File: src/common/display_pkg.sv
`default_nettype none

package display_pkg;

  // ======================================================================
  // Seven-segment display
  // ======================================================================

  // Active low, bit order gfedcba
  typedef logic [6:0] seg_t;

  // Indexed by a 4-bit code, 10 to 15 stay dark
  localparam seg_t SEG_DIGIT [16] = '{
    7'b1000000,
    7'b1111001,
    7'b0100100,
    7'b0110000,
    7'b0011001,
    7'b0010010,
    7'b0000010,
    7'b1111000,
    7'b0000000,
    7'b0010000,
    7'b1111111,
    7'b1111111,
    7'b1111111,
    7'b1111111,
    7'b1111111,
    7'b1111111
  };

  // ======================================================================
  // LEDs
  // ======================================================================

  localparam int LED_COUNT = 8;

  typedef logic [LED_COUNT-1:0] led_t;

endpackage

`default_nettype wire

File: src/common/organ_pkg.sv
`default_nettype none

package organ_pkg;

  // ======================================================================
  // Note table
  // ======================================================================

  localparam int NOTE_COUNT = 8;
  localparam int NOTE_SEL_W = 3;

  // One octave starting at C5, in Hz
  localparam int NOTE_HZ [NOTE_COUNT] = '{
    523,
    587,
    659,
    698,
    783,
    880,
    987,
    1046
  };

  typedef logic [15:0] freq_bcd_t;

  // Same frequencies as four BCD digits for the display
  localparam freq_bcd_t NOTE_BCD [NOTE_COUNT] = '{
    16'h0523,
    16'h0587,
    16'h0659,
    16'h0698,
    16'h0783,
    16'h0880,
    16'h0987,
    16'h1046
  };

  // Wide enough for CLOCK_HZ / (2 * 523) at a 50 MHz clock
  localparam int HALF_PERIOD_W = 24;

  // Registered settings of the selected note
  typedef struct packed {
    logic [HALF_PERIOD_W-1:0] half_period;
    freq_bcd_t                freq_bcd;
    logic                     tone_on;
  } note_info_t;

  // ======================================================================
  // Audio samples
  // ======================================================================

  typedef logic signed [7:0] sample_t;

  localparam sample_t SAMPLE_HIGH = 8'sh0F;
  localparam sample_t SAMPLE_LOW  = 8'sh80;

endpackage

`default_nettype wire

File: src/rtl/led_sweep.sv
`timescale 1ns/1ps
`default_nettype none

module led_sweep #(
  parameter int SWEEP_PERIOD = 12_500_000
) (
  input  wire               clock,
  input  wire               reset,
  output display_pkg::led_t led
);

  localparam int STEP_W = $clog2(SWEEP_PERIOD);
  localparam int POS_W  = $clog2(display_pkg::LED_COUNT);
  localparam int LAST   = display_pkg::LED_COUNT - 1;

  logic [STEP_W-1:0] step_count;
  logic [POS_W-1:0]  position;
  logic              going_down;
  logic              step;

  assign step = (step_count == STEP_W'(SWEEP_PERIOD - 1));

  always_ff @(posedge clock)
  begin
    if (reset || step)
      step_count <= '0;
    else
      step_count <= step_count + STEP_W'(1);
  end

  // Bounce between the two end LEDs
  always_ff @(posedge clock)
  begin
    if (reset)
    begin
      position   <= '0;
      going_down <= 1'b0;
    end
    else if (step)
    begin
      if (going_down)
      begin
        position <= position - POS_W'(1);
        if (position == POS_W'(1))
          going_down <= 1'b0;
      end
      else
      begin
        position <= position + POS_W'(1);
        if (position == POS_W'(LAST - 1))
          going_down <= 1'b1;
      end
    end
  end

  assign led = display_pkg::led_t'(1) << position;

endmodule

`default_nettype wire

File: src/rtl/organ_top.sv
`timescale 1ns/1ps
`default_nettype none

module organ_top #(
  parameter int CLOCK_HZ      = 50_000_000,
  parameter int SAMPLE_PERIOD = 6250,
  parameter int SWEEP_PERIOD  = 12_500_000
) (
  input  wire                              clock,
  input  wire                              reset,
  input  wire  [organ_pkg::NOTE_SEL_W-1:0] note_select,
  input  wire                              tone_enable,
  input  wire                              audio_ready,
  output logic                             tone,
  output organ_pkg::sample_t               audio_data,
  output logic                             audio_valid,
  output display_pkg::led_t                led,
  output display_pkg::seg_t                hex0,
  output display_pkg::seg_t                hex1,
  output display_pkg::seg_t                hex2,
  output display_pkg::seg_t                hex3
);

  // Settings of the selected note, shared by tone and display
  organ_pkg::note_info_t note_info;

  // ======================================================================
  // Note selection
  // ======================================================================

  note_table #(
    .CLOCK_HZ (CLOCK_HZ)
  ) note_table_inst (
    .clock       (clock),
    .reset       (reset),
    .note_select (note_select),
    .tone_enable (tone_enable),
    .note        (note_info)
  );

  // ======================================================================
  // Tone and audio samples
  // ======================================================================

  tone_divider tone_divider_inst (
    .clock (clock),
    .reset (reset),
    .note  (note_info),
    .tone  (tone)
  );

  sample_stream #(
    .SAMPLE_PERIOD (SAMPLE_PERIOD)
  ) sample_stream_inst (
    .clock       (clock),
    .reset       (reset),
    .tone        (tone),
    .audio_ready (audio_ready),
    .audio_data  (audio_data),
    .audio_valid (audio_valid)
  );

  // ======================================================================
  // LEDs and frequency readout
  // ======================================================================

  led_sweep #(
    .SWEEP_PERIOD (SWEEP_PERIOD)
  ) led_sweep_inst (
    .clock (clock),
    .reset (reset),
    .led   (led)
  );

  seg_display seg_display_inst (
    .clock (clock),
    .reset (reset),
    .note  (note_info),
    .hex0  (hex0),
    .hex1  (hex1),
    .hex2  (hex2),
    .hex3  (hex3)
  );

endmodule

`default_nettype wire

File: src/rtl/sample_stream.sv
`timescale 1ns/1ps
`default_nettype none

module sample_stream #(
  parameter int SAMPLE_PERIOD = 6250
) (
  input  wire                clock,
  input  wire                reset,
  input  wire                tone,
  input  wire                audio_ready,
  output organ_pkg::sample_t audio_data,
  output logic               audio_valid
);

  localparam int TICK_W = $clog2(SAMPLE_PERIOD);

  logic [TICK_W-1:0] tick_count;
  logic              tick;
  logic              load;

  assign tick = (tick_count == TICK_W'(SAMPLE_PERIOD - 1));

  // Output register is free or draining this cycle
  assign load = tick && (!audio_valid || audio_ready);

  // Sample rate tick
  always_ff @(posedge clock)
  begin
    if (reset)
      tick_count <= '0;
    else if (tick)
      tick_count <= '0;
    else
      tick_count <= tick_count + TICK_W'(1);
  end

  always_ff @(posedge clock)
  begin
    if (reset)
      audio_valid <= 1'b0;
    else if (load)
      audio_valid <= 1'b1;
    else if (audio_ready)
      audio_valid <= 1'b0;
  end

  // Payload, a stalled tick is simply lost
  always_ff @(posedge clock)
  begin
    if (load)
      audio_data <= tone ? organ_pkg::SAMPLE_HIGH : organ_pkg::SAMPLE_LOW;
  end

endmodule

`default_nettype wire

File: src/rtl/seg_display.sv
`timescale 1ns/1ps
`default_nettype none

module seg_display (
  input  wire                        clock,
  input  wire                        reset,
  input  wire organ_pkg::note_info_t note,
  output display_pkg::seg_t          hex0,
  output display_pkg::seg_t          hex1,
  output display_pkg::seg_t          hex2,
  output display_pkg::seg_t          hex3
);

  // Index 0 is the least significant digit
  display_pkg::seg_t digit_seg [4];

  always_ff @(posedge clock)
  begin
    for (int i = 0; i < 4; i++)
    begin
      if (reset)
        digit_seg[i] <= display_pkg::SEG_DIGIT[0];
      else
        digit_seg[i] <= display_pkg::SEG_DIGIT[note.freq_bcd[4*i +: 4]];
    end
  end

  assign hex0 = digit_seg[0];
  assign hex1 = digit_seg[1];
  assign hex2 = digit_seg[2];
  assign hex3 = digit_seg[3];

endmodule

`default_nettype wire

File: src/tone/note_table.sv
`timescale 1ns/1ps
`default_nettype none

module note_table #(
  parameter int CLOCK_HZ = 50_000_000
) (
  input  wire                                 clock,
  input  wire                                 reset,
  input  wire  [organ_pkg::NOTE_SEL_W-1:0]    note_select,
  input  wire                                 tone_enable,
  output organ_pkg::note_info_t               note
);

  localparam int HPW = organ_pkg::HALF_PERIOD_W;

  logic [organ_pkg::NOTE_SEL_W-1:0] select_meta;
  logic [organ_pkg::NOTE_SEL_W-1:0] select_sync;
  logic                             enable_meta;
  logic                             enable_sync;

  logic [HPW-1:0] half_table [organ_pkg::NOTE_COUNT];

  // Half periods are fixed at elaboration, no divider in hardware
  for (genvar i = 0; i < organ_pkg::NOTE_COUNT; i++)
  begin : g_half
    assign half_table[i] = HPW'(CLOCK_HZ / (2 * organ_pkg::NOTE_HZ[i]));
  end

  // Two-flop synchronizers for the switches
  always_ff @(posedge clock)
  begin
    if (reset)
    begin
      select_meta <= '0;
      select_sync <= '0;
      enable_meta <= 1'b0;
      enable_sync <= 1'b0;
    end
    else
    begin
      select_meta <= note_select;
      select_sync <= select_meta;
      enable_meta <= tone_enable;
      enable_sync <= enable_meta;
    end
  end

  // Settings register, third stage after the switches
  always_ff @(posedge clock)
  begin
    if (reset)
    begin
      note.half_period <= half_table[0];
      note.freq_bcd    <= organ_pkg::NOTE_BCD[0];
      note.tone_on     <= 1'b0;
    end
    else
    begin
      note.half_period <= half_table[select_sync];
      note.freq_bcd    <= organ_pkg::NOTE_BCD[select_sync];
      note.tone_on     <= enable_sync;
    end
  end

endmodule

`default_nettype wire

File: src/tone/tone_divider.sv
`timescale 1ns/1ps
`default_nettype none

module tone_divider (
  input  wire                    clock,
  input  wire                    reset,
  input  wire organ_pkg::note_info_t note,
  output logic                   tone
);

  localparam int HPW = organ_pkg::HALF_PERIOD_W;

  logic [HPW-1:0] count;
  logic [HPW-1:0] last_half;
  logic           half_changed;
  logic           half_done;

  assign half_changed = (note.half_period != last_half);
  assign half_done    = (count == note.half_period - HPW'(1));

  // Remember the half period to catch a note change
  always_ff @(posedge clock)
  begin
    if (reset)
      last_half <= '0;
    else
      last_half <= note.half_period;
  end

  always_ff @(posedge clock)
  begin
    if (reset)
    begin
      count <= '0;
      tone  <= 1'b0;
    end
    else if (!note.tone_on)
    begin
      // Silent, hold everything at rest
      count <= '0;
      tone  <= 1'b0;
    end
    else if (half_changed)
    begin
      // New note starts its count from zero
      count <= '0;
    end
    else if (half_done)
    begin
      count <= '0;
      tone  <= ~tone;
    end
    else
    begin
      count <= count + HPW'(1);
    end
  end

endmodule

`default_nettype wire

File: config.mk
export PLATFORM = sky130hd
export DESIGN_NAME = organ_top
export DESIGN_NICKNAME = d
export VERILOG_FILES = /design/src/common/display_pkg.sv /design/src/common/organ_pkg.sv /design/src/rtl/led_sweep.sv /design/src/rtl/organ_top.sv /design/src/rtl/sample_stream.sv /design/src/rtl/seg_display.sv /design/src/tone/note_table.sv /design/src/tone/tone_divider.sv
export SDC_FILE = /design/constraint.sdc
export NUM_CORES = 1
export LEC_CHECK = 0
export BUFFER_PORTS_ARGS = -buffer_cell sky130_fd_sc_hd__buf_2
export CAP_MARGIN = 20
export CORE_MARGIN = 2
export CORE_UTILIZATION = 55
export CTS_BUF_LIST = sky130_fd_sc_hd__clkbuf_8
export DETAILED_ROUTE_END_ITERATION = 12
export HOLD_SLACK_MARGIN = 0.15
export PLACE_DENSITY_LB_ADDON = 0.05
export SLEW_MARGIN = 5
export SYNTH_ARGS = -nofsm -noshare
export SYNTH_HDL_FRONTEND = slang
export SYNTH_HIERARCHICAL = 1
export SYNTH_SLANG_ARGS = --single-unit
File: constraint.sdc
create_clock -name clock -period 3.6 [get_ports clock]
set_input_delay 0.36 -clock clock [delete_from_list [all_inputs] [get_ports clock]]
set_output_delay 0.36 -clock clock [all_outputs]
set_load 0.01 [all_outputs]
==> results.md <==
* WL final at 15.1 mm
* Prevailing post-synth register cell: dfxtp_1
* Clock Path Buffers at 2
* Power Density at 388 mW/mm²
* Setup TNS Final at 0 ns
* CP required at a little under 4 ns
* Die Y at ~120 µm
* Worst Skew at about 0.014 ns
* Post-synthesis cell type count at 78
* MaxCap Viol Count at 0
* Highest-count cells in the layout ignoring fill and taps: 155 x dfxtp_1, 82 x nor2_1, 51 x xnor2_1, 51 x xor2_1, 48 x buf_2
* Period utilization at 0.930
* Layout Nets at 950
* Flops & latches, synth at 157
* Clock root cell: clkbuf_8
* Drt drc at 0
* Maximum clock rate at 299 MHz
* Clock latency on the worst-skew pair at 0.45 ns
* Die W at 124 µm
* Antenna violations before repair at 0
* Die area at 0.0154 mm²
* RSZ-0062 raised after global routing: no
* WS Path Type: flip-flop to flip-flop
* Share of flip-flops with an asynchronous set or reset at 0
* TritonCTS clock tree: built
* Post-DP HPWL at 11.0 mm
* Slew @ Worst Pin at 0.773 ns
* Num CTS Buffers at 17
* Slew Limit Fails at 0
* Post-synth EDFFs at 2
* Vias in the first global route at 5474
* Status: complete, no violations
* Initial core utilization at 0.565
* Syn Inst Count at about 870
* IO Pins at 53
* Reg2reg start: note_table_inst/note[22]
* H-tree Lvls at 4
* HP Class: input port to flip-flop
* Final hold vios at 0
* Peak VDD IR at between 0.3 and 0.4 mV
* Synthesized area at 0.00791 mm²
* Final setup violation count at 0
* R2R cell count at 8
* Worst Setup End Kind: flip-flop
* First-pass GRT wire length at between 20 and 30 mm
* Hold Worst Slack at 0.212 ns
* Worst setup path start: note_table_inst/note[22]
* GPL Wtd Cong at 0.830
* FP Rows at 43
* Postcts setup bufs at 0
* Post-synthesis simple-gate area fraction at 0.260
* Startpoint type of the worst setup path: flip-flop
* Worst setup endpoint: tone_divider_inst/count[2]
* Syn Area/Cell at between 9 and 10 µm²
* Layout cells sized above 1 at 0.146
* Warnings from Yosys at 6
* Adder-Cell Fraction of Synth Area at 0.0633
* # diodes at 0
* Critical path peak fanout at 24
* Worst Path Arrival at 3.69 ns
* Largest net degree at the start of global routing at 44
* Post-Synth XOR/XNOR Area at 0.113
* Mux contribution to synthesized area at 0.00142
* Leading cell type in the layout, fill and taps excluded: dfxtp_1
* Slew margin rel. at 0.484
* Area Growth Syn to Fin at 8.07%
* Detail Route Antenna Nets at 0
* Drt pass-1 iters at 6
* Post-DR vias/cell at 5.31
* Sequential share of the synthesized area at 0.400
* Largest family of logic cells by synthesized area: simple AND/OR/NAND/NOR gates
* Pleak at 3.24 nW
* Total global routing track utilization at 0.206
* Compound-Gate Fraction of Synth Area at 0.0994
* Vias at 5818
* Worst reg2reg endpoint: tone_divider_inst/count[2]
* PortBufs at between 40 and 50
* Wire length per cell at 13.8 µm
* Crit path time final at 3.35 ns
* # clock sinks at 157
* Core area at 0.0140 mm²
* Reg2reg setup slack at 0.25 ns
* Congestion Overflow GR at 0
* Iter 0 DRT Violations at 305
* Reg clk slew, reported paths at 0.08 ns
## through the flow
stage / area (µm²) / std cells / worst slack, ns / power [mW] / util
after global placement: 8110 / 1060 / 0.407 / 2.09 / 0.580
after floorplan: 7960 / 882 / 0.556 / 2.05 / -
final: 8550 / 1096 / 0.250 / 3.31 / 0.611
after detailed placement: 8110 / 1060 / 0.286 / 2.09 / 0.580
after global routing: 8550 / 1096 / 0.165 / 3.47 / 0.611
after CTS: 8540 / 1096 / 0.246 / 3.35 / 0.611
## repair_timing
item,4_1_cts,5_1_grt
hold buffers,4,0
resized for setup,0,1
endpoints found under the setup margin,0,25
endpoints found under the hold margin,4,0
## registers in the layout (all words and copies together), names as in the netlist, 13 cells and up
register,flops
note_table_inst/note,28
seg_display_inst/digit_seg,28
led_sweep_inst/step_count,24
tone_divider_inst/count,24
tone_divider_inst/last_half,24
sample_stream_inst/tick_count,13
## power breakdown
group | internal [mW] | switching, mW | total, mW
Sequential | 1.79 | 0.0427 | 1.83
Clock | 0.606 | 0.650 | 1.26
Combinational | 0.0980 | 0.127 | 0.225
Total | 2.49 | 0.819 | 3.31
## cells by family after synthesis
kind of cell    after synthesis
simple gates                361
flops                       157
compound gates              119
xor+xnor                    102
buf+inv                      87
fa+ha+maj                    40
other cells                   2
mux                           1
## critical path, stage by stage (launching register included)
cell and delay [ns]:
dfxtp_1 0.44, nor3_4 0.43, nand4_1 0.26, or4_1 0.59
a221o_1 0.34, or4b_4 0.55, o311ai_4 0.33, buf_12 0.22
nor2_1 0.07
## final cells by class
class                   instances  area, µm²
fillers                      1237       5440
inverters                      30        113
clock buffers                  20        275
well taps                     180        225
repair buffers                 59        345
flip-flops and latches        157       3160
clock inverters                12        113
multi-input cells             638       4310
## metal layers
metal / share of wire / GRT usage / up-vias
li1: - / - / 2982
met1: 0.47 / 0.259 / 2734
met2: 0.49 / 0.355 / 95
met3: 0.034 / 0.0536 / 7
met4: 0.0047 / 0.0492 / 0
met5: 0 / 0 / -
## synth_stat cells (4+ instances only)
| master | number | area share |
|---|---|---|
| nand3_1 | 31 | 0.020 |
| buf_6 | 7 | 0.010 |
| a21o_1 | 9 | 0.0085 |
| buf_2 | 16 | 0.010 |
| xor2_1 | 51 | 0.056 |
| a31oi_1 | 6 | 0.0047 |
| o21ai_1 | 5 | 0.0032 |
| nor3_1 | 14 | 0.0089 |
| or2_1 | 4 | 0.0032 |
| o31ai_1 | 8 | 0.0076 |
| o21ai_0 | 12 | 0.0076 |
| and2_1 | 8 | 0.0063 |
| buf_4 | 21 | 0.020 |
| ha_1 | 40 | 0.063 |
| o21bai_1 | 6 | 0.0057 |
| and3_1 | 9 | 0.0071 |
| xnor2_1 | 51 | 0.056 |
| dfxtp_1 | 155 | 0.39 |
| nand2_1 | 39 | 0.019 |
| nor2_1 | 82 | 0.039 |
| nand2b_1 | 32 | 0.025 |
| nor4_1 | 18 | 0.014 |
| a21oi_1 | 46 | 0.029 |
| nor3_2 | 4 | 0.0051 |
| nand4_1 | 11 | 0.0087 |
| inv_1 | 28 | 0.013 |
| nor2_2 | 12 | 0.0095 |
| clkbuf_1 | 12 | 0.0057 |
| nor2b_1 | 41 | 0.032 |
| or4_1 | 12 | 0.011 |
## how the worst min path moves through the flow
stage	from	to	slack (ns)	cells after the start
after floorplan	note_table_inst/enable_meta	note_table_inst/enable_sync	0.41	1
after global placement	note_table_inst/select_meta[1]	note_table_inst/select_sync[1]	0.42	1
after detailed placement	note_table_inst/select_meta[1]	note_table_inst/select_sync[1]	0.43	1
after CTS	audio_ready	sample_stream_inst/audio_valid	0.18	3
after global routing	audio_ready	sample_stream_inst/audio_valid	0.23	3
final	audio_ready	sample_stream_inst/audio_valid	0.21	3
Note: power is estimated with default switching activity, not from simulation.
